==> src/design/icachePkg.sv <==
// ##########################################################
// Instruction cache shared definitions
// Line geometry, vector types and controller states
// ##########################################################

package icachePkg;

    // Line and set geometry
    localparam int BlockWords = 4;
    localparam int SetCount   = 16;
    localparam int OffsetBits = $clog2(BlockWords);
    localparam int SetBits    = $clog2(SetCount);

    // Instructions are word aligned, so the low byte bits are always zero
    localparam int ByteBits = 2;

    // Physical tag is whatever remains above set and offset
    localparam int TagBits = 32 - ByteBits - OffsetBits - SetBits;

    // Instruction word or byte address
    typedef logic [31:0] wordT;

    // Physical tag from address translation
    typedef logic [TagBits-1:0] tagT;

    // Set index and word position within a line
    typedef logic [SetBits-1:0]    setIndexT;
    typedef logic [OffsetBits-1:0] wordOffsetT;

    // Second stage controller states
    typedef enum logic [2:0] {
        Idle,
        Lookup,
        Refill,
        Fill,
        Uncached
    } ctrlStateT;

endpackage

==> src/design/icacheController.sv <==
// ##########################################################
// Instruction cache controller, second pipeline stage
// Hit check, line refill, uncached fetch and response
// ##########################################################

module icacheController (
    input  logic                  clk,
    input  logic                  reset,
    input  logic                  enable,

    // Held request from the first stage
    input  logic                  heldValid,
    input  icachePkg::wordT       heldAddr,
    input  icachePkg::tagT        heldTag,
    output logic                  releaseHeld,

    // Array read side
    input  logic                  way0Valid,
    input  logic                  way1Valid,
    input  icachePkg::tagT        way0Tag,
    input  icachePkg::tagT        way1Tag,
    input  icachePkg::wordT       way0Data,
    input  icachePkg::wordT       way1Data,
    input  logic                  lruWay,

    // Array addressing and update
    output icachePkg::setIndexT   readSet,
    output icachePkg::wordOffsetT readOffset,
    output logic                  writeEnable,
    output logic                  writeWay,
    output icachePkg::wordOffsetT writeOffset,
    output icachePkg::wordT       writeData,
    output logic                  markValid,
    output icachePkg::tagT        fillTag,
    output logic                  touchEnable,
    output logic                  touchWay,

    // Word-wide bus
    output logic                  busRequest,
    output icachePkg::wordT       busAddr,
    input  icachePkg::wordT       busData,
    input  logic                  busReady,

    // Response
    output logic                  rspValid,
    input  logic                  rspReady,
    output icachePkg::wordT       rspData
);

    icachePkg::ctrlStateT  state;
    icachePkg::ctrlStateT  nextState;
    icachePkg::wordOffsetT refillCount;
    icachePkg::wordT       bypassData;
    logic                  bypassFull;
    logic                  victimWay;
    logic                  missWay;
    logic                  hit0;
    logic                  hit1;
    logic                  lookupHit;
    logic                  busTake;
    logic                  lastWord;

    // Set and offset come from the virtual address
    assign readSet    = heldAddr[icachePkg::ByteBits+icachePkg::OffsetBits +: icachePkg::SetBits];
    assign readOffset = heldAddr[icachePkg::ByteBits +: icachePkg::OffsetBits];

    assign hit0 = way0Valid && (way0Tag == heldTag);
    assign hit1 = way1Valid && (way1Tag == heldTag);

    // Empty way first, way 0 before way 1, then LRU
    always_comb begin
        if (!way0Valid) begin
            missWay = 1'b0;
        end else if (!way1Valid) begin
            missWay = 1'b1;
        end else begin
            missWay = lruWay;
        end
    end

    assign lookupHit = (state == icachePkg::Lookup) && heldValid && enable && (hit0 || hit1);
    assign busTake   = busRequest && busReady;
    assign lastWord  = refillCount == icachePkg::wordOffsetT'(icachePkg::BlockWords - 1);

    // Bus side
    assign busRequest = (state == icachePkg::Refill) ||
                        ((state == icachePkg::Uncached) && !bypassFull);
    assign busAddr    = (state == icachePkg::Uncached) ?
                        {heldAddr[31:icachePkg::ByteBits], {icachePkg::ByteBits{1'b0}}} :
                        {heldTag, readSet, refillCount, {icachePkg::ByteBits{1'b0}}};

    // Refill words go straight to the victim way
    assign writeEnable = (state == icachePkg::Refill) && busReady;
    assign writeWay    = victimWay;
    assign writeOffset = refillCount;
    assign writeData   = busData;
    assign markValid   = state == icachePkg::Fill;
    assign fillTag     = heldTag;
    assign touchEnable = (state == icachePkg::Fill) || (lookupHit && rspReady);
    assign touchWay    = (state == icachePkg::Fill) ? victimWay : hit1;

    // Response from the hit way or from the bypass register
    assign rspValid    = lookupHit || ((state == icachePkg::Uncached) && bypassFull);
    assign rspData     = (state == icachePkg::Uncached) ? bypassData :
                         (hit1 ? way1Data : way0Data);
    assign releaseHeld = rspValid && rspReady;

    always_comb begin
        nextState = state;
        case (state)
            icachePkg::Idle: begin
                nextState = icachePkg::Lookup;
            end
            icachePkg::Lookup: begin
                if (heldValid && !enable) begin
                    nextState = icachePkg::Uncached;
                end else if (heldValid && !(hit0 || hit1)) begin
                    nextState = icachePkg::Refill;
                end
            end
            icachePkg::Refill: begin
                if (busReady && lastWord) begin
                    nextState = icachePkg::Fill;
                end
            end
            icachePkg::Fill: begin
                nextState = icachePkg::Lookup;
            end
            icachePkg::Uncached: begin
                if (releaseHeld) begin
                    nextState = icachePkg::Lookup;
                end
            end
            default: begin
                nextState = icachePkg::Idle;
            end
        endcase
    end

    always_ff @(posedge clk) begin
        if (reset) begin
            state       <= icachePkg::Idle;
            refillCount <= '0;
            bypassFull  <= 1'b0;
        end else begin
            state <= nextState;
            if (writeEnable) begin
                refillCount <= refillCount + icachePkg::wordOffsetT'(1);
            end
            if ((state == icachePkg::Uncached) && busTake) begin
                bypassFull <= 1'b1;
            end else if ((state == icachePkg::Uncached) && releaseHeld) begin
                bypassFull <= 1'b0;
            end
        end
    end

    // Victim is fixed at lookup and kept through refill and fill
    always_ff @(posedge clk) begin
        if (state == icachePkg::Lookup) begin
            victimWay <= missWay;
        end
        if ((state == icachePkg::Uncached) && busTake) begin
            bypassData <= busData;
        end
    end

endmodule

==> config.mk <==
export PLATFORM = sky130hd
export DESIGN_NAME = icacheController
export DESIGN_NICKNAME = d
export VERILOG_FILES = /design/src/design/icachePkg.sv /design/src/design/icacheController.sv
export SDC_FILE = /design/constraint.sdc
export NUM_CORES = 1
export LEC_CHECK = 0
export ABC_AREA = 1
export BUFFER_PORTS_ARGS = -buffer_cell sky130_fd_sc_hd__buf_2
export CAP_MARGIN = 40
export CORE_AREA = 2 2 134 136
export DETAILED_ROUTE_END_ITERATION = 10
export DIE_AREA = 0 0 136 138
export PLACE_DENSITY = 0.5
export SYNTH_ARGS = -nofsm -noshare
export SYNTH_HDL_FRONTEND = slang
export SYNTH_SLANG_ARGS = --single-unit
==> constraint.sdc <==
create_clock -name clk -period 5.3 [get_ports clk]
set_input_delay 1.59 -clock clk [delete_from_list [all_inputs] [get_ports clk]]
set_output_delay 1.59 -clock clk [all_outputs]
set_load 0.01 [all_outputs]
# Word-level counts from Yosys, hierarchy flattened
# Index checks and enable logic that the tools add are counted.
# classes
n_addsub	1
n_eq_ne	10
mux	12
reduce_logical	27
# ops
cell	count
$mux 32	3
$eq 24x24->1	2
$logic_and 1x1->1	16
$mux 3	4
$pmux 3 s4	1
$eq 3x2->1 const B	2
$logic_or 1x1->1	4
$mux 1	4
$eq 3x1->1 const B	1
$eq 3x3->1 const B	1
$logic_not 1->1	3
$logic_not 3->1	1
$ne 3x3->1 const B	1
$reduce_and 3->1	1
$add 2x1->2 const B	1
$eq 2x2->1 const B	1
$ne 2x1->1 const B	1
$ne 2x2->1 const B	1
$reduce_bool 2->1	1
$reduce_or 2->1	1
# word_totals
register_bits	39
inputBits	209
out_inout_bits	136
word_cells	55

# Logic depth before layout (Yosys ltp)
# Gate-level depths: netlist (run 1).
# depth
depth_word	9
ltp_mapped	15
mapped_depth_nobuf	15

# Worst setup path after synthesis (run 1)
# No wires, ideal clock.
# synth_timing
kind	in2out
from	input port heldTag[15]
to	output port rspData[10]
arrival_ps	2781
required_time_ps	3710
slack_ps	929
stages	11
path_buffers	1
path_cell_list	inv_1 -> nand2_1 -> o21ai_0 -> nor2_1 -> nand2_1 -> nor2_1 -> nand3_4 -> inv_2 -> buf_4 -> nor2_1 -> o31ai_1
# synth_between
elab_chain_cells	4
# synth_rtl
item	line_no	source
start, declared	icacheController.sv:14	input icachePkg::tagT heldTag,
$eq 24x24->1	icacheController.sv:68	assign hit1 = way1Valid && (way1Tag == heldTag);
$logic_and 1x1->1	icacheController.sv:68	
$mux 32	icacheController.sv:105	(hit1 ? way1Data : way0Data);
$mux 32	icacheController.sv:104	assign rspData = (state == icachePkg::Uncached) ? bypassData :
end, declared	icacheController.sv:47	output icachePkg::wordT rspData
# No other way between the ends.

# Worst setup path in the final report (run 1)
# layout_timing
from	input port heldTag[19]
to	output port rspData[31]
# The elaborated chain is that of the path after synthesis.

==> results.sh, run 1 <==
export IMPL_status="complete, no violations"
export IMPL_synth_top_cell_area_share=0.272
export IMPL_worstSetupStartpoint="heldTag[19]"
export IMPL_syn_avg_cell_area_um2=6.42
export IMPL_max_freq_ghz=0.199
export IMPL_ir_drop_v=0.000128
export IMPL_cts_buffers=5
export IMPL_clock_sinks=39
export IMPL_hpwl_mm=11.5
export IMPL_areaGrowthSynthToFinish_pct=43.0
export IMPL_grt_pass1_wl_mm=20.3
export IMPL_cap_violations=0
export IMPL_synth_xor_area_frac=0.0216
export IMPL_routed_via_density=4.06
export IMPL_cpPeakStageDelay_ns=0.24
export IMPL_final_common_cell="buf_2"
export IMPL_rr_startpoint="state[1]"
export IMPL_rsz0062_at_grt="no"
export IMPL_ys_ff_latch=39
export IMPL_cts_tree="done"
export IMPL_critical_path_depth=13
export IMPL_remaining_drc_errors=0
export IMPL_num_vias=4282
export IMPL_required_ns=3.71
export IMPL_htreeDepth=2
export IMPL_io_buffers=328
export IMPL_synth_top_family_by_area="simple AND/OR/NAND/NOR gates"
export IMPL_fin_util=0.297
export IMPL_place_gp_congestion=0.800
export IMPL_synth_top_flop_cell="edfxtp_1"
export IMPL_cts_reportedPaths_clkPinSlew_ns=0.06
export IMPL_ctsLongestPathBuffers=2
export IMPL_critPathCaptureType="output port"
export IMPL_power_per_cell_area_nw_per_um2=221
export IMPL_r2r_end="bypassData[6]"
export IMPL_async_flop_share=0
export IMPL_cts_resized=0
export IMPL_r2r_cells=7
export IMPL_die_h_um=138
export IMPL_first_global_vias=3964
export IMPL_drt_wirelength_per_cell_um=12.9
export IMPL_synth_edff_count=33
export IMPL_ys_top_cells_by_area="edfxtp_1 27%, nand2_1 16%, buf_4 15%"
export IMPL_overflow=0
export IMPL_ys_warn_count=0
export IMPL_fin_area_um2=5220
export IMPL_synth_mux_area_frac=0
export IMPL_crit_end="rspData[31]"
export IMPL_critical_path_cell_chain="buf_2 > inv_1 > nand2_1 > nand2_1 > nor2_1 > nand3_1 > nor2_2 > nand3_4 > inv_2 > buf_4 > nor2_1 > o31ai_1 > buf_2"
export IMPL_whs_ns=0.507
export IMPL_postCtsSetupRepairBufs=0
export IMPL_crit_family="simple AND/OR/NAND/NOR gates"
export IMPL_hold_buffers=0
export IMPL_hold_viol_final=0
export IMPL_drive_above_1_share=0.429
export IMPL_synthesis_area_um2=3650
export IMPL_die_width_um=136
export IMPL_crit_slowest_cell="buf_4"
export IMPL_fin_nets=1034
export IMPL_r2r_setup_slack_ns=3.24
export IMPL_drt_wl_total_mm=13.6
export IMPL_synth_adder_area_share=0.00343
export IMPL_dieArea_um2=18800
export IMPL_synth_distinct_cells=24
export IMPL_cp_arrival_ns=3.43
export IMPL_initial_core_util=0.208
export IMPL_worstHoldPathType="register to register"
export IMPL_core_area_um2=17500
export IMPL_diodes=0
export IMPL_finClkSkew_ns=0.00803
export IMPL_slew_viol_final=0
export IMPL_place_area_um2=5050
export IMPL_crit_type="primary input to output port"
export IMPL_timing_final_crit_share=0.947
export IMPL_synth_compound_area_frac=0.141
export IMPL_grt_max_degree=72
export IMPL_startpoint_type="primary input"
export IMPL_antenna_found_initial=1
export IMPL_ant_nets=0
export IMPL_yosys_area_share_simple=0.299
export IMPL_yosysSeqAreaShare=0.305
export IMPL_p_leak_nw=2.81
export IMPL_finalPower_mw=1.16
export IMPL_synth_top_area_cell="edfxtp_1"
export IMPL_track_usage=0.139
export IMPL_finalCriticalPeriod_ns=5.02
export IMPL_boundaryPins=345
export IMPL_path_max_fanout=19
export IMPL_setup_viol=0
export IMPL_layout_common_cells="328 x buf_2, 159 x nand2_1, 104 x nor2_1"
export IMPL_critPathBufInv=5
export IMPL_clockRootBuffer="clkbuf_16"
export IMPL_clk_latency_ns=0.29
export IMPL_drtPass1Iterations=4
export IMPL_tns_ns=0
export IMPL_netlist_instances=568
export IMPL_drt_iter0_drc=129
export IMPL_rows=49
## worst min path at each step
| stage | start | to | slack (ns) | cells past startpoint |
|---|---|---|---|---|
| final | bypassFull | bypassFull | 0.51 | 2 |
| after global routing | bypassFull | bypassFull | 0.54 | 2 |
| after CTS | bypassFull | bypassFull | 0.50 | 2 |
| after detailed placement | bypassFull | bypassFull | 0.49 | 2 |
| after global placement | bypassFull | bypassFull | 0.50 | 2 |
| after floorplan | bypassFull | bypassFull | 0.46 | 2 |
## worst register-to-register path, stage by stage, from the launching register on
cell      delay (ns)
dfxtp_1         0.32
nor2_1          0.13
nand2_1         0.21
clkinv_2        0.13
buf_12          0.26
nand3_1         0.15
inv_1           0.07
buf_4           0.39
## sequential cells by signal, summed over array words and instances (netlist names)
name         cells
bypassFull       1
state            3
bypassData      32
writeWay         1
writeOffset      2
## per-stage QoR
stage,instances,setup WS [ns]
after CTS,1054,0.226
after detailed placement,1046,0.241
after global placement,1046,0.268
after global routing,1054,0.0312
final,1054,0.280
after floorplan,569,0.929
## cell type report
class | count | area [um2]
inverters | 65 | 245
repair buffers | 334 | 1700
clock inverters | 3 | 43.8
flip-flops and latches | 39 | 1110
multi-input cells | 379 | 1710
clock buffers | 5 | 125
well taps | 229 | 287
fillers | 2008 | 12300
## routing by layer
layer | track usage | routed length [um]
met5 | 0 | 0
met4 | 0.0373 | 172
met3 | 0.0275 | 1060
met2 | 0.260 | 7010
met1 | 0.157 | 5400
## cell usage after synthesis (2+ instances only)
cell type and n:
nand2_1 159, o31ai_1 32, a21oi_1 10, nor2_2 2, clkbuf_1 12, xnor2_1 4, o21ai_0 42, edfxtp_1 33
xor2_1 5, nand2_2 3, nand3_1 10, nor2_1 104, buf_4 71, buf_1 2, dfxtp_1 6, inv_2 5
inv_1 59, o21ai_1 3
## cells by family (layout without fill, tap and decap cells)
kind of cell / Yosys count / after routing
and+or+nand+nor: 280 / 280
other: 1 / 2
adders and majority gates: 1 / 1
AOI/OAI and AO/OA: 87 / 87
buffers and inverters: 151 / 407
DFF: 39 / 39
xor gates and xnor gates: 9 / 9
## power by group
| part | switching [mW] | internal [mW] | leakage [nW] | total (mW) |
|---|---|---|---|---|
| clock | 0.123 | 0.222 | 0.0838 | 0.345 |
| combinational | 0.256 | 0.192 | 2.38 | 0.448 |
| sequential | 0.0124 | 0.350 | 0.346 | 0.362 |
(Power assumes the default switching activity.)
==> run 2: changes to the inputs <==
--- a/config.mk
+++ b/config.mk
@@ -5,12 +5,11 @@
 export SDC_FILE = /design/constraint.sdc
 export NUM_CORES = 1
 export LEC_CHECK = 0
-export ABC_AREA = 1
 export BUFFER_PORTS_ARGS = -buffer_cell sky130_fd_sc_hd__buf_2
 export CAP_MARGIN = 40
-export CORE_AREA = 2 2 134 136
+export CORE_AREA = 2 2 133 135
 export DETAILED_ROUTE_END_ITERATION = 10
-export DIE_AREA = 0 0 136 138
+export DIE_AREA = 0 0 135 137
 export PLACE_DENSITY = 0.5
 export SYNTH_ARGS = -nofsm -noshare
 export SYNTH_HDL_FRONTEND = slang
==> results.sh, run 2 <==
export IMPL_fillers=1859
export IMPL_fin_area_um2=5070
export IMPL_drt_wirelength_per_cell_um=14.3
export IMPL_fin_util=0.297
export IMPL_drive_above_1_share=0.588
export IMPL_final_common_cell="buf_2"
export IMPL_r2r_cells=3
export IMPL_rsz0062_at_grt="no"
export IMPL_num_vias=3540
export IMPL_cts_reportedPaths_clkPinSlew_ns=0.06
export IMPL_layout_common_cells="328 x buf_2, 45 x nand2_1, 40 x xnor2_1"
export IMPL_cp_arrival_ns=3.48
export IMPL_ys_top_cells_by_count="68 x buf_4, 45 x nand2_1, 40 x xnor2_1"
export IMPL_p_leak_nw=2.51
export IMPL_grt_pass1_wl_mm=17.3
export IMPL_clk_latency_ns=0.29
export IMPL_crit_type="primary input to output port"
export IMPL_cts_tree="done"
export IMPL_async_flop_share=0
export IMPL_ys_top_cells_by_area="edfxtp_1 29%, buf_4 15%, xnor2_1 10%"
export IMPL_drt_iter0_drc=71
export IMPL_tns_ns=0
export IMPL_cts_buffers=5
export IMPL_synthesis_area_um2=3480
export IMPL_ys_ff_latch=39
export IMPL_grt_max_degree=57
export IMPL_power_per_cell_area_nw_per_um2=192
export IMPL_htreeDepth=2
export IMPL_synth_distinct_cells=42
export IMPL_clockRootBuffer="clkbuf_16"
export IMPL_multiInputGateArea_um2=1770
export IMPL_required_ns=3.71
export IMPL_ir_drop_v=0.000123
export IMPL_hold_viol_final=0
export IMPL_ctsLongestPathBuffers=2
export IMPL_first_global_vias=3316
export IMPL_setup_viol=0
export IMPL_die_width_um=135
export IMPL_synth_top_flop_cell="edfxtp_1"
export IMPL_tightest_slew_ns=0.835
export IMPL_diodes=0
export IMPL_top_register="bypassData"
export IMPL_initial_core_util=0.204
export IMPL_synth_top_area_cell="edfxtp_1"
export IMPL_clock_sinks=39
export IMPL_crit_end="rspValid"
export IMPL_largest_reg_flops=32
export IMPL_cts_resized=0
export IMPL_startpoint_type="primary input"
export IMPL_fin_nets=843
export IMPL_rr_startpoint="state[2]"
export IMPL_drtPass1Iterations=4
export IMPL_die_h_um=137
export IMPL_track_usage=0.123
export IMPL_path_max_fanout=5
export IMPL_core_area_um2=17100
export IMPL_worstHoldPathType="register to register"
export IMPL_synth_edff_count=33
export IMPL_syn_avg_cell_area_um2=9.29
export IMPL_antenna_found_initial=0
export IMPL_areaGrowthSynthToFinish_pct=45.9
export IMPL_cap_violations=0
export IMPL_worstSetupStartpoint="heldTag[15]"
export IMPL_overflow=0
export IMPL_routed_via_density=4.12
export IMPL_postCtsSetupRepairBufs=0
export IMPL_regArea_um2=1110
export IMPL_slew_viol_final=0
export IMPL_synth_top_cell_area_share=0.285
export IMPL_remaining_drc_errors=0
export IMPL_hpwl_mm=10.4
export IMPL_netlist_instances=374
export IMPL_ys_warn_count=0
export IMPL_place_gp_congestion=0.707
export IMPL_finalCriticalPeriod_ns=5.07
export IMPL_rows=48
export IMPL_drt_wl_total_mm=12.3
export IMPL_finalPower_uw=975
export IMPL_critPathCaptureType="output port"
export IMPL_timing_final_crit_share=0.956
export IMPL_ant_nets=0
export IMPL_finClkSkew_ns=0.00815
export IMPL_r2r_end="bypassData[10]"
export IMPL_status="complete, no violations"
export IMPL_r2r_setup_slack_ns=2.84
export IMPL_max_freq_ghz=0.197
export IMPL_hold_buffers=0
export IMPL_io_buffers=328
export IMPL_place_area_um2=4900
export IMPL_yosysSeqAreaShare=0.320
export IMPL_boundaryPins=345
export IMPL_yosysMostFrequentCell="buf_4"
export IMPL_dieArea_um2=18500
export IMPL_timing_slew_headroom=0.444
==> run 2: cell count changes after synthesis, moves of 32 or more <==
cell and change:
inv_1 -56, o21ai_0 -37, o31ai_1 -32, mux2i_1 +34, nand2_1 -114, nor2_1 -93
xnor2_1 +36
==> run 2: report_power, final <==
part	switching, mW	internal (mW)	leakage, nW	total, mW
Clock	0.129	0.222	0.0838	0.351
Sequential	0.00292	0.335	0.346	0.338
Combinational	0.143	0.143	2.08	0.286
Total	0.275	0.700	2.51	0.975
==> run 2: how the worst min path moves through the flow <==
stage	start	end	slack [ns]	cells past startpoint
3_3_place_gp	writeOffset[1]	writeOffset[1]	0.54	2
4_1_cts	writeOffset[1]	writeOffset[1]	0.56	2
6_report	writeOffset[1]	writeOffset[1]	0.55	2
2_1_floorplan	bypassFull	state[2]	0.52	3
5_1_grt	writeOffset[0]	writeOffset[0]	0.60	2
3_5_place_dp	writeOffset[1]	writeOffset[1]	0.54	2
==> run 2: critical path, cell delays in order <==
cell	delay [ns]
buf_2	0.14
nand2b_1	0.11
o2111ai_1	0.23
a2111oi_2	0.28
nand4_1	0.19
o41a_1	0.57
o21ai_1	0.20
buf_2	0.15
==> run 2: per-stage QoR <==
step           setup WS, ns  instances  hold slack, ns
3_5_place_dp          0.202        851           0.541
5_1_grt              0.0933        859           0.601
2_1_floorplan         0.739        375           0.525
3_3_place_gp          0.198        850           0.541
6_report              0.234        859           0.554
4_1_cts               0.188        859           0.555
==> run 2: kinds of logic (layout without fill, tap and decap cells) <==
| family | Yosys count | in the layout | share of synthesized area |
|---|---|---|---|
| buffers and inverters | 88 | 347 | 0.176 |
| xor gates and xnor gates | 44 | 44 | 0.111 |
| and+or+nand+nor | 92 | 92 | 0.127 |
| adders and majority gates | 1 | 1 | 0.00360 |
| other | 1 | 2 | 0.00108 |
| DFF | 39 | 39 | 0.320 |
| muxes | 58 | 58 | 0.176 |
| AOI/OAI and AO/OA | 51 | 51 | 0.0860 |
==> run 2: cell type report <==
class | count | share of cell area
multi-input combinational | 248 | 0.349
timing repair buffer | 334 | 0.339
inverter | 5 | 0.00370
clock buffer | 5 | 0.0247
tap | 225 | 0.0555
clock inverter | 3 | 0.00864
sequential | 39 | 0.219
==> run 2: layer usage <==
| layer | global-route usage | vias to the layer above | part of all wire |
|---|---|---|---|
| met3 | 0.0252 | 20 | 0.075 |
| met2 | 0.232 | 198 | 0.51 |
| met1 | 0.141 | 1559 | 0.39 |
| met5 | 0 | - | 0 |
| li1 | - | 1763 | - |
| met4 | 0.0336 | 0 | 0.015 |
