<file path="src/design/icachePkg.sv">
// ##########################################################
// Instruction cache shared definitions
// Line geometry, vector types and controller states
// ##########################################################

package icachePkg;

    // Line and set geometry
    localparam int BlockWords = 4;
    localparam int SetCount   = 16;
    localparam int OffsetBits = $clog2(BlockWords);
    localparam int SetBits    = $clog2(SetCount);

    // Instructions are word aligned, so the low byte bits are always zero
    localparam int ByteBits = 2;

    // Physical tag is whatever remains above set and offset
    localparam int TagBits = 32 - ByteBits - OffsetBits - SetBits;

    // Instruction word or byte address
    typedef logic [31:0] wordT;

    // Physical tag from address translation
    typedef logic [TagBits-1:0] tagT;

    // Set index and word position within a line
    typedef logic [SetBits-1:0]    setIndexT;
    typedef logic [OffsetBits-1:0] wordOffsetT;

    // Second stage controller states
    typedef enum logic [2:0] {
        Idle,
        Lookup,
        Refill,
        Fill,
        Uncached
    } ctrlStateT;

endpackage

</file>
<file path="src/design/icacheRequestStage.sv">
// ##########################################################
// Instruction cache request stage
// Captures a fetch request and holds it until released
// ##########################################################

module icacheRequestStage (
    input  logic            clk,
    input  logic            reset,

    // Fetch request
    input  logic            reqValid,
    output logic            reqReady,
    input  icachePkg::wordT addr,
    input  icachePkg::tagT  physTag,

    // From the second stage, high when the response is taken
    input  logic            releaseHeld,

    // Held request toward the second stage
    output logic            heldValid,
    output icachePkg::wordT heldAddr,
    output icachePkg::tagT  heldTag
);

    logic accept;

    // Slot is free when empty or when its response leaves this cycle
    assign reqReady = !heldValid || releaseHeld;
    assign accept   = reqValid && reqReady;

    // Occupancy
    always_ff @(posedge clk) begin
        if (reset) begin
            heldValid <= 1'b0;
        end else if (accept) begin
            heldValid <= 1'b1;
        end else if (releaseHeld) begin
            heldValid <= 1'b0;
        end
    end

    // Request payload, loaded on every accepted transfer
    always_ff @(posedge clk) begin
        if (accept) begin
            heldAddr <= addr;
            heldTag  <= physTag;
        end
    end

endmodule

</file>
<file path="config.mk">
export PLATFORM = sky130hd
export DESIGN_NAME = icacheRequestStage
export DESIGN_NICKNAME = d
export VERILOG_FILES = /design/src/design/icachePkg.sv /design/src/design/icacheRequestStage.sv
export SDC_FILE = /design/constraint.sdc
export NUM_CORES = 1
export LEC_CHECK = 0
export BUFFER_PORTS_ARGS = -buffer_cell sky130_fd_sc_hd__buf_4
export CORE_ASPECT_RATIO = 1.75
export CORE_MARGIN = 2
export CORE_UTILIZATION = 40
export CTS_CLUSTER_SIZE = 28
export DETAILED_ROUTE_END_ITERATION = 8
export GPL_TIMING_DRIVEN = 1
export PLACE_DENSITY_LB_ADDON = 0.25
export SETUP_SLACK_MARGIN = 0.4
export SYNTH_ARGS = -nofsm -noshare
export SYNTH_HDL_FRONTEND = slang
export SYNTH_SLANG_ARGS = --single-unit
</file>
<file path="constraint.sdc">
create_clock -name clk -period 2.17 [get_ports clk]
set_input_delay 0.434 -clock clk [delete_from_list [all_inputs] [get_ports clk]]
set_output_delay 0.434 -clock clk [all_outputs]
set_load 0.01 [all_outputs]
</file>
---- Word level (Yosys, flattened, before mapping) ----
Cells that the tools add are included.
cells by class
  add/subtract/negate cells ............... 0
  multipliers ............................. 0
  divide/modulo/power cells ............... 0
  order comparisons ....................... 0
  equality and inequality tests ........... 0
  shifts and indexed selects .............. 0
  multiplexer cells ....................... 2
  bitwise operators ....................... 0
  reduce and logical (&&, ||, !) cells .... 4
operators by type and width
  operator            number
  two-way mux 1 bit   2
  nonzero test 2 bit  1
  logical AND 1 bit   1
  logical NOT 1 bit   1
  logical OR 1 bit    1
storage, ports and cells
  register bits after elaboration ......... 57
  latch bits .............................. 0
  RAM bits ................................ 0
  bits in read-only memories .............. 0
  input port bits ......................... 60
  output and inout bits ................... 58
  word-level logic and storage cells ...... 9
  memories ................................ 0

---- Depth between registers and ports, before layout ----
Gate-level depths: netlist of run 1.
  word-level depth ........................ 4
  mapped depth ............................ 2
  gate-level depth less buffers ........... 2

---- Least setup slack after synthesis of run 1 ----
Ideal clock, no wire load.
  path type ............................... input -> register
  from .................................... in releaseHeld
  to ...................................... reg heldAddr[0], enable pin
  data arrival time ....................... 1065 ps
  data required time ...................... 1796 ps
  setup slack ............................. 731 ps
  cell stages on the path ................. 2
  path through ............................ nand2b_4 > and2_4
on the way
  word-level cells in the longest chain between the ends .. 2
RTL lines
  what                    line                      text
  start: declaration      icacheRequestStage.sv:17  input logic releaseHeld,
  logical OR 1 bit        icacheRequestStage.sv:28  assign reqReady = !heldValid || releaseHeld;
  logical AND 1 bit       icacheRequestStage.sv:29  assign accept = reqValid && reqReady;
  net accept              icacheRequestStage.sv:25  logic accept;
  end signal: assignment  icacheRequestStage.sv:45  heldAddr <= addr;
  end: declaration        icacheRequestStage.sv:21  output icachePkg::wordT heldAddr,
The timed path passes the listed nets, and every way through them passes these cells.
A chain may end at the register's enable or synchronous reset.

---- Worst setup path in the final report of run 1 ----
  from .................................... reg heldValid
  to ...................................... reg heldTag[22], enable pin
on the way
  word-level cells in the longest chain between the ends .. 3
RTL lines
  what                      line                      text
  start: declaration        icacheRequestStage.sv:20  output logic heldValid,
  start signal: assignment  icacheRequestStage.sv:34  heldValid <= 1'b0;
  start signal: assignment  icacheRequestStage.sv:36  heldValid <= 1'b1;
  start signal: assignment  icacheRequestStage.sv:38  heldValid <= 1'b0;
  logical NOT 1 bit         icacheRequestStage.sv:28
  logical OR 1 bit          icacheRequestStage.sv:28
  logical AND 1 bit         icacheRequestStage.sv:29
  net accept                icacheRequestStage.sv:25
  end signal: assignment    icacheRequestStage.sv:46  heldTag <= physTag;
  end: declaration          icacheRequestStage.sv:22  output icachePkg::tagT heldTag
The timed path passes the listed nets, and every way through them passes these cells.

==> impl_metrics.py, run 1 <==
metrics = {
    "worst_setup_path": {
        "required_ns": 2.18,
        "rrSetupSlack_ns": 0.83,
        "worstSetupPathType": "flop to flop",
        "cp-start-kind": "flop",
        "worstPathArrival_ns": 1.35,
        "critPathMaxFanout": 32,
        "rr_startpoint": "heldValid$_SDFFE_PP0P_",
        "r2r-end": "heldTag[22]$_DFFE_PP_",
        "worst_setup_path_end_kind": "flop",
        "r2r_cells": 3,
        "crit_end": "heldTag[22]$_DFFE_PP_",
        "startpoint": "heldValid$_SDFFE_PP0P_",
    },
    "sta": {
        "slew_violations": 0,
        "hold_viol": 0,
        "fin_tns_setup_ns": 0,
        "fmax_mhz": 746,
        "finalCritPeriodShare": 0.617,
        "fin_crit_ns": 1.34,
        "rsz0062_at_grt": "no",
        "finClkSkew_ns": 0.00421,
        "setup_violations": 0,
        "worst_slew_pin_slew_ns": 0.329,
        "slew-limit-headroom": 0.781,
        "hold_ws_ns": 0.269,
    },
    "die": {
        "rows": 31,
        "pin_count": 118,
        "die_w_um": 53.8,
        "core_sq_um": 4150,
        "dieArea_sq_um": 4910,
        "die_h_um": 91.2,
        "start_util": 0.418,
    },
    "cts": {
        "clock-sinks": 57,
        "clkTransAtPathRegs_ns": 0.05,
        "worstSkewPairLatency_ns": 0.31,
        "holdBufCountCts": 0,
        "cts_resized": 0,
        "cts_tree": "yes",
        "postCtsSetupBuffers": 0,
        "cts_buffers": 9,
        "htreeDepth": 3,
        "root_buffer": "clkbuf_8",
        "clock_path_buffers": 2,
    },
    "routing": {
        "ant_nets": 0,
        "wl_mm": 3.72,
        "drtIter0Drc": 30,
        "via_per_inst": 4.44,
        "firstDrtPassIters": 4,
        "avgRoutedWirePerCell_um": 15.4,
        "dr_total_vias": 1074,
        "drc": 0,
    },
    "global_routing": {
        "grt_max_degree": 33,
        "overflow": 0,
        "grt_pass1_vias": 1158,
        "grt.total_usage": 0.165,
        "grt_pass1_wl_mm": 5.42,
        "antenna_found_initial": 0,
    },
    "yosys": {
        "synth_area_sq_um": 1740,
        "ys_seq_elements": 57,
        "synth_area_leaders": "edfxtp_1, dfxtp_1, nand2b_4",
        "syn_avg_cell_area_sq_um": 28.5,
        "syn-num-nets": 121,
        "synth-seq-area-share": 0.980,
        "yosysTopAreaCellShare": 0.968,
        "yosysWarningCount": 0,
        "synth_cells": 61,
        "synth.distinct_cells": 6,
        "yosysTopAreaCell": "edfxtp_1",
    },
    "final_layout": {
        "nets": 250,
        "fin_cells": 242,
        "design_area_sq_um": 2840,
        "drive_gt1_frac": 0.679,
        "antenna_cells": 0,
        "syn2layout_area_growth_pct": 63.5,
    },
    "placed_design": {
        "postPlaceCellArea_sq_um": 2700,
        "dp.cells": 228,
        "gp_congestion": 0.723,
        "io_buffers": 117,
        "dp_hpwl_mm": 2.85,
    },
    "power": {
        "ir_drop_mv": 0.558,
        "p_leak_nw": 1.21,
        "p_total_w": 0.00229,
        "p_per_area_nw_per_um2": 806,
    },
    "min_path": {
        "hp-class": "primary input to flop",
    },
    "flow_run": {
        "cap_violations": 0,
    },
    "run_status": {
        "status": "finished clean",
    },
}
## stage by stage
step / setup WS (ns) / utilization
2_1_floorplan: 0.731 / -
3_3_place_gp: 0.623 / 0.650
3_5_place_dp: 0.601 / 0.650
4_1_cts: 0.816 / 0.684
5_1_grt: 0.766 / 0.684
6_report: 0.830 / 0.684
## cell usage after synthesis
cell / number
edfxtp_1: 56
a21oi_2: 1
and2_4: 1
dfxtp_1: 1
inv_1: 1
nand2b_4: 1
## cells in the final DEF, fill, tap and decap left out
| cell | n |
|---|---|
| nand2b_4 | 1 |
| a21oi_2 | 1 |
| inv_1 | 1 |
| clkinv_2 | 1 |
| edfxtp_1 | 56 |
| clkbuf_8 | 9 |
| buf_12 | 1 |
| dfxtp_1 | 1 |
| and2_4 | 1 |
| clkbuf_1 | 4 |
| buf_4 | 117 |
## critical path, cell delays in order, from the launching register on
cell	delay (ns)
dfxtp_1	0.33
nand2b_4	0.08
and2_4	0.35
buf_12	0.25
## final cells by class
cell class / count / area, sq um
repair buffers: 118 / 898
flip-flops and latches: 57 / 1700
multi-input cells: 3 / 31.3
well taps: 49 / 61.3
inverters: 1 / 3.75
clock buffers: 13 / 139
clock inverters: 1 / 5.00
fillers: 306 / 1310
## worst min-delay path by stage
stage,cells past startpoint,slack (ns),startpoint,to
after floorplan,1,0.50,reset,heldValid$_SDFFE_PP0P_
after global placement,2,0.49,heldValid$_SDFFE_PP0P_,heldValid$_SDFFE_PP0P_
after detailed placement,2,0.50,heldValid$_SDFFE_PP0P_,heldValid$_SDFFE_PP0P_
after CTS,2,0.25,reset,heldValid$_SDFFE_PP0P_
after global routing,2,0.25,reset,heldValid$_SDFFE_PP0P_
final,2,0.27,reset,heldValid$_SDFFE_PP0P_
## where the power goes
group	total [W]	leakage [nW]	internal (W)	switching, W
combinational	0.000242	0.590	0.000145	0.0000968
clock	0.000743	0.0733	0.000400	0.000342
sequential	0.00131	0.550	0.00129	0.0000184
total	0.00229	1.21	0.00183	0.000458
## state kept, by name, indices dropped and copies added, names as in the netlist
| signal | cells |
|---|---|
| heldTag | 24 |
| heldValid | 1 |
| heldAddr | 32 |
## cells by family after synthesis
| family | synth area share |
|---|---|
| buf+inv | 0.00216 |
| flops | 0.980 |
| simple gates | 0.0130 |
| compound gates | 0.00504 |
## routing by layer
layer | routed length [um] | up-vias | global-route usage
li1 | - | 500 | -
met1 | 1110 | 490 | 0.154
met2 | 2120 | 73 | 0.271
met3 | 380 | 11 | 0.0625
met4 | 109 | 0 | 0.124
met5 | 0 | - | 0
(Power assumes the default switching activity.)
==> run 2: changes to the inputs <==
--- a/config.mk
+++ b/config.mk
@@ -8,7 +8,7 @@
 export BUFFER_PORTS_ARGS = -buffer_cell sky130_fd_sc_hd__buf_4
 export CORE_ASPECT_RATIO = 1.75
 export CORE_MARGIN = 2
-export CORE_UTILIZATION = 40
+export CORE_UTILIZATION = 36
 export CTS_CLUSTER_SIZE = 28
 export DETAILED_ROUTE_END_ITERATION = 8
 export GPL_TIMING_DRIVEN = 1
==> constraint.sdc (replaced) <==
create_clock -name clk -period 1.2 [get_ports clk]
set_input_delay 0.24 -clock clk [delete_from_list [all_inputs] [get_ports clk]]
set_output_delay 0.24 -clock clk [all_outputs]
set_load 0.01 [all_outputs]
==> impl_metrics.py, run 2 (synthesis gave the netlist of run 1 again) <==
metrics = {
    "cts": {
        "htreeDepth": 3,
        "clock-sinks": 57,
        "holdBufCountCts": 0,
        "cts_buffers": 9,
        "clock_path_buffers": 2,
        "postCtsSetupBuffers": 0,
        "cts_tree": "yes",
        "clkTransAtPathRegs_ns": 0.06,
        "root_buffer": "clkbuf_8",
        "worstSkewPairLatency_ns": 0.32,
    },
    "final_layout": {
        "largest_register_ffs": 32,
        "final_common_cell": "buf_4",
        "antenna_cells": 0,
        "final_util": 0.663,
        "nets": 252,
        "fin_cells": 249,
        "top_regs": "heldAddr x32, heldTag x24, heldValid x1",
        "drive_gt1_frac": 0.690,
        "syn2layout_area_growth_pct": 78.1,
        "final_cell_mix": "buf_4, edfxtp_1, buf_6, clkbuf_8",
        "regMostFlops": "heldAddr",
    },
    "routing": {
        "dr_total_vias": 1090,
        "ant_nets": 0,
        "avgRoutedWirePerCell_um": 15.4,
        "wl_mm": 3.84,
        "drc": 0,
        "drtIter0Drc": 20,
        "via_per_inst": 4.38,
        "firstDrtPassIters": 3,
    },
    "placed_design": {
        "gp_congestion": 0.689,
        "preCtsSetupSlack_ns": 0.0947,
        "io_buffers": 117,
        "dp.cells": 233,
    },
    "die": {
        "pin_count": 118,
        "core_sq_um": 4670,
        "die_h_um": 95.9,
        "rows": 33,
        "die_w_um": 56.5,
        "start_util": 0.372,
        "dieArea_sq_um": 5420,
    },
    "worst_setup_path": {
        "crit_buf_inv": 1,
        "worstPathArrival_ns": 0.87,
        "crit_family": "flip-flops",
        "cp-start-kind": "flop",
        "path_depth": 1,
        "critPathMaxFanout": 1,
        "required_ns": 0.96,
        "worst_setup_path_end_kind": "primary output",
        "cpPeakStageDelay_ns": 0.41,
        "slowest_stage": "edfxtp_1",
        "r2r_cells": 3,
        "worstSetupPathType": "flop to primary output",
        "worstPathCellList": "buf_6",
    },
    "power": {
        "clockPowerShare": 0.322,
        "p_switching_w": 0.000887,
        "power_frac_seq": 0.557,
        "p_leak_nw": 1.31,
        "power.switching_fraction": 0.207,
        "p_per_area_nw_per_um2": 1380,
        "intPower_w": 0.00339,
        "power_frac_comb": 0.121,
        "ir_drop_mv": 0.952,
    },
    "sta": {
        "setup_slack_ns": 0.0946,
        "slew_violations": 0,
        "rsz0062_at_grt": "yes",
        "fmax_mhz": 905,
        "slew-limit-headroom": 0.927,
        "finalCritPeriodShare": 0.921,
        "setup_violations": 0,
        "fin_crit_ns": 1.11,
        "finClkSkew_ns": 0.00781,
        "hold_ws_ns": 0.0580,
        "hold_viol": 0,
        "worst_slew_pin_slew_ns": 0.110,
        "fin_tns_setup_ns": 0,
    },
    "global_routing": {
        "met3_usage": 0.0726,
        "grt.total_usage": 0.143,
        "antenna_found_initial": 0,
        "grt_pass1_vias": 1091,
        "grt_util_met2": 0.222,
        "grt_pass1_wl_mm": 5.39,
        "overflow": 0,
        "grt_use_met1": 0.142,
        "grt-busiest-layer": "met2",
        "grt_max_degree": 20,
    },
    "flow_run": {
        "cap_violations": 0,
    },
    "min_path": {
        "min_path_cells": 2,
        "hp-class": "primary input to flop",
    },
    "run_status": {
        "status": "finished clean",
    },
}
-- run 2: cell types whose count changed in the layout (fill, tap and decap cells not counted), moves of 2 or more --
cell      previous run  this run
buf_4              117        65
buf_6                0        52
buf_12               1         3
clkbuf_1             4         2
clkinv_1             0         2
clkinv_2             1         3
-- run 2: per-layer routing --
metal,vias up,share of wire
li1,505,-
met5,-,0
met2,68,0.56
met1,505,0.30
met4,0,0.037
met3,12,0.099
-- run 2: power by group through the flow --
stage,sequential (W),combinational [W],clock (W)
2_1_floorplan,0.00246,0.0000439,0
3_3_place_gp,0.00240,0.000450,0
3_5_place_dp,0.00240,0.000467,0
4_1_cts,0.00237,0.000499,0.00142
5_1_grt,0.00239,0.000549,0.00151
6_report,0.00238,0.000518,0.00138
-- run 2: final cells by class --
type,count,area [sq um]
Clock inverter,5,22.5
Sequential cell,57,1710
Tap cell,52,65.1
Timing Repair Buffer,120,1130
Clock buffer,11,131
Multi-Input combinational cell,3,31.3
Fill cell,335,1570
Inverter,1,3.75
-- run 2: final timing paths --
| kind | endpoint | slack (ns) | start |
|---|---|---|---|
| setup / recovery | heldTag[2] | 0.09 | heldTag[2]$_DFFE_PP_ |
| hold / removal | heldValid$_SDFFE_PP0P_ | 0.06 | reset |
| setup reg to reg | heldTag[17]$_DFFE_PP_ | 0.10 | heldValid$_SDFFE_PP0P_ |
| hold reg to reg | heldValid$_SDFFE_PP0P_ | 0.51 | heldValid$_SDFFE_PP0P_ |
-- run 2: stage by stage --
| step | instance area, sq um | total power, W |
|---|---|---|
| 2_1_floorplan | 1740 | 0.00251 |
| 3_3_place_gp | 2740 | 0.00285 |
| 3_5_place_dp | 2740 | 0.00287 |
| 4_1_cts | 3000 | 0.00430 |
| 5_1_grt | 3090 | 0.00445 |
| 6_report | 3090 | 0.00428 |
-- run 2: repair_timing --
item                       CTS  global route
gates resized for setup     29            24
setup endpoints to repair  114           114
cloned                       0             0
==> run 3: changes to the inputs <==
--- a/config.mk
+++ b/config.mk
@@ -6,13 +6,13 @@
 export NUM_CORES = 1
 export LEC_CHECK = 0
 export BUFFER_PORTS_ARGS = -buffer_cell sky130_fd_sc_hd__buf_4
-export CORE_ASPECT_RATIO = 1.75
 export CORE_MARGIN = 2
 export CORE_UTILIZATION = 36
 export CTS_CLUSTER_SIZE = 28
 export DETAILED_ROUTE_END_ITERATION = 8
 export GPL_TIMING_DRIVEN = 1
 export PLACE_DENSITY_LB_ADDON = 0.25
+export RECOVER_POWER = 25
 export SETUP_SLACK_MARGIN = 0.4
 export SYNTH_ARGS = -nofsm -noshare
 export SYNTH_HDL_FRONTEND = slang
==> impl_metrics.py, run 3 (synthesis gave the netlist of run 1 again) <==
metrics = {
    "sta": {
        "hold_viol": 0,
        "rsz0062_at_grt": "yes",
        "setup_slack_ns": 0.0850,
        "slew_violations": 0,
        "fmax_mhz": 897,
        "fin_crit_ns": 1.12,
        "slew-limit-headroom": 0.912,
        "finalCritPeriodShare": 0.929,
        "worst_slew_pin_slew_ns": 0.132,
        "finClkSkew_ns": 0.00350,
        "setup_violations": 0,
    },
    "placed_design": {
        "io_buffers": 117,
        "gp_congestion": 0.673,
        "dp.cells": 234,
        "preCtsSetupSlack_ns": 0.0660,
    },
    "routing": {
        "drc": 0,
        "wl_mm": 3.65,
        "via_per_inst": 4.27,
        "firstDrtPassIters": 4,
        "dr_total_vias": 1073,
        "ant_nets": 0,
        "avgRoutedWirePerCell_um": 14.5,
        "drtIter0Drc": 57,
    },
    "final_layout": {
        "regMostFlops": "heldAddr",
        "final_common_cell": "edfxtp_1",
        "regArea_sq_um": 1700,
        "final_cell_mix": "edfxtp_1, buf_6, clkbuf_4, buf_4, clkbuf_8",
        "top_regs": "heldAddr x32, heldTag x24, heldValid x1",
        "drive_gt1_frac": 0.695,
        "antenna_cells": 0,
        "fin_cells": 251,
        "multi_input_area_sq_um": 31.3,
        "nFillCells": 327,
        "syn2layout_area_growth_pct": 81.1,
        "nets": 253,
        "largest_register_ffs": 32,
    },
    "min_path": {
        "hold_start": "reset",
        "min_path_cells": 2,
        "holdPathEnd": "heldValid$_SDFFE_PP0P_",
        "hp-class": "primary input to flop",
    },
    "die": {
        "die_w_um": 73.5,
        "pin_count": 118,
        "dieArea_sq_um": 5400,
        "core_sq_um": 4690,
        "die_h_um": 73.5,
        "rows": 25,
        "start_util": 0.370,
    },
    "power": {
        "clockPowerShare": 0.354,
        "p_total_w": 0.00449,
        "power.switching_fraction": 0.200,
        "power_frac_seq": 0.529,
        "p_leak_nw": 1.32,
        "p_switching_w": 0.000897,
        "ir_drop_mv": 0.874,
        "intPower_w": 0.00359,
        "power_frac_comb": 0.116,
        "p_per_area_nw_per_um2": 1430,
    },
    "cts": {
        "clock-sinks": 57,
        "root_buffer": "clkbuf_8",
        "clkTransAtPathRegs_ns": 0.06,
        "holdBufCountCts": 0,
        "postCtsSetupBuffers": 0,
        "htreeDepth": 3,
        "clock_path_buffers": 2,
        "cts_buffers": 9,
        "cts_tree": "yes",
        "worstSkewPairLatency_ns": 0.32,
    },
    "run_status": {
        "status": "finished clean",
    },
    "worst_setup_path": {
        "required_ns": 1.23,
        "worstPathArrival_ns": 1.15,
        "startpoint": "heldValid$_SDFFE_PP0P_",
        "rr_startpoint": "heldValid$_SDFFE_PP0P_",
        "worst_setup_path_end_kind": "flop",
        "cp-start-kind": "flop",
        "worstSetupPathType": "flop to flop",
        "r2r-end": "heldTag[14]$_DFFE_PP_",
        "rrSetupSlack_ns": 0.08,
        "r2r_cells": 3,
        "critPathMaxFanout": 15,
    },
    "global_routing": {
        "grt_pass1_vias": 1104,
        "antenna_found_initial": 0,
        "overflow": 0,
        "grt_max_degree": 32,
        "grt.total_usage": 0.135,
        "grt_pass1_wl_mm": 5.09,
    },
    "flow_run": {
        "cap_violations": 0,
    },
}
-- run 3: repair_timing --
item                                    CTS  global route
gates cloned                              0             2
resized for setup                        30            22
endpoints found under the setup margin  114           114
-- run 3: through the flow --
step | instance area (sq um) | hold WS, ns | utilization | TNS, ns
finish | 3140 | 0.0626 | 0.670 | 0
CTS | 3010 | 0.0424 | 0.642 | 0
global route | 3140 | 0.0430 | 0.670 | 0
floorplan | 1740 | 0.295 | - | -5.28
global placement | 2720 | 0.390 | 0.581 | 0
detailed placement | 2720 | 0.393 | 0.581 | 0
-- run 3: power groups by stage --
stage / logic (W) / clock network (W) / registers [W]
2_1_floorplan: 0.0000439 / 0 / 0.00246
3_3_place_gp: 0.000447 / 0 / 0.00240
3_5_place_dp: 0.000456 / 0 / 0.00240
4_1_cts: 0.000490 / 0.00165 / 0.00237
5_1_grt: 0.000557 / 0.00174 / 0.00239
6_report: 0.000522 / 0.00159 / 0.00238
-- run 3: critical path: stages (launching register included) --
cell and delay (ns):
dfxtp_2 0.33, nand2b_4 0.08, and2_4 0.21, clkbuf_16 0.20
-- run 3: final cells by class --
| cell class | instances | share of cell area |
|---|---|---|
| Clock inverter | 5 | 0.0151 |
| Sequential cell | 57 | 0.542 |
| Multi-Input combinational cell | 3 | 0.00995 |
| Timing Repair Buffer | 121 | 0.370 |
| Tap cell | 54 | 0.0215 |
| Clock buffer | 10 | 0.0406 |
| Inverter | 1 | 0.00119 |
-- run 3: routing by layer --
layer  track usage  part of all wire  up-vias
li1              -                 -      511
met1         0.131              0.34      482
met2         0.226              0.53       76
met3        0.0850              0.12        4
met4        0.0606            0.0096        0
met5             0                 0        -
-- run 3: worst max-delay path by stage --
stage	to	slack, ns	cells past startpoint
after global placement	heldAddr[2]$_DFFE_PP_	0.09	4
final	heldTag[14]$_DFFE_PP_	0.08	3
after detailed placement	heldAddr[2]$_DFFE_PP_	0.07	4
after floorplan	heldAddr[0]$_DFFE_PP_	-0.09	2
after global routing	heldAddr[6]	0.05	1
after CTS	heldAddr[6]	0.08	1
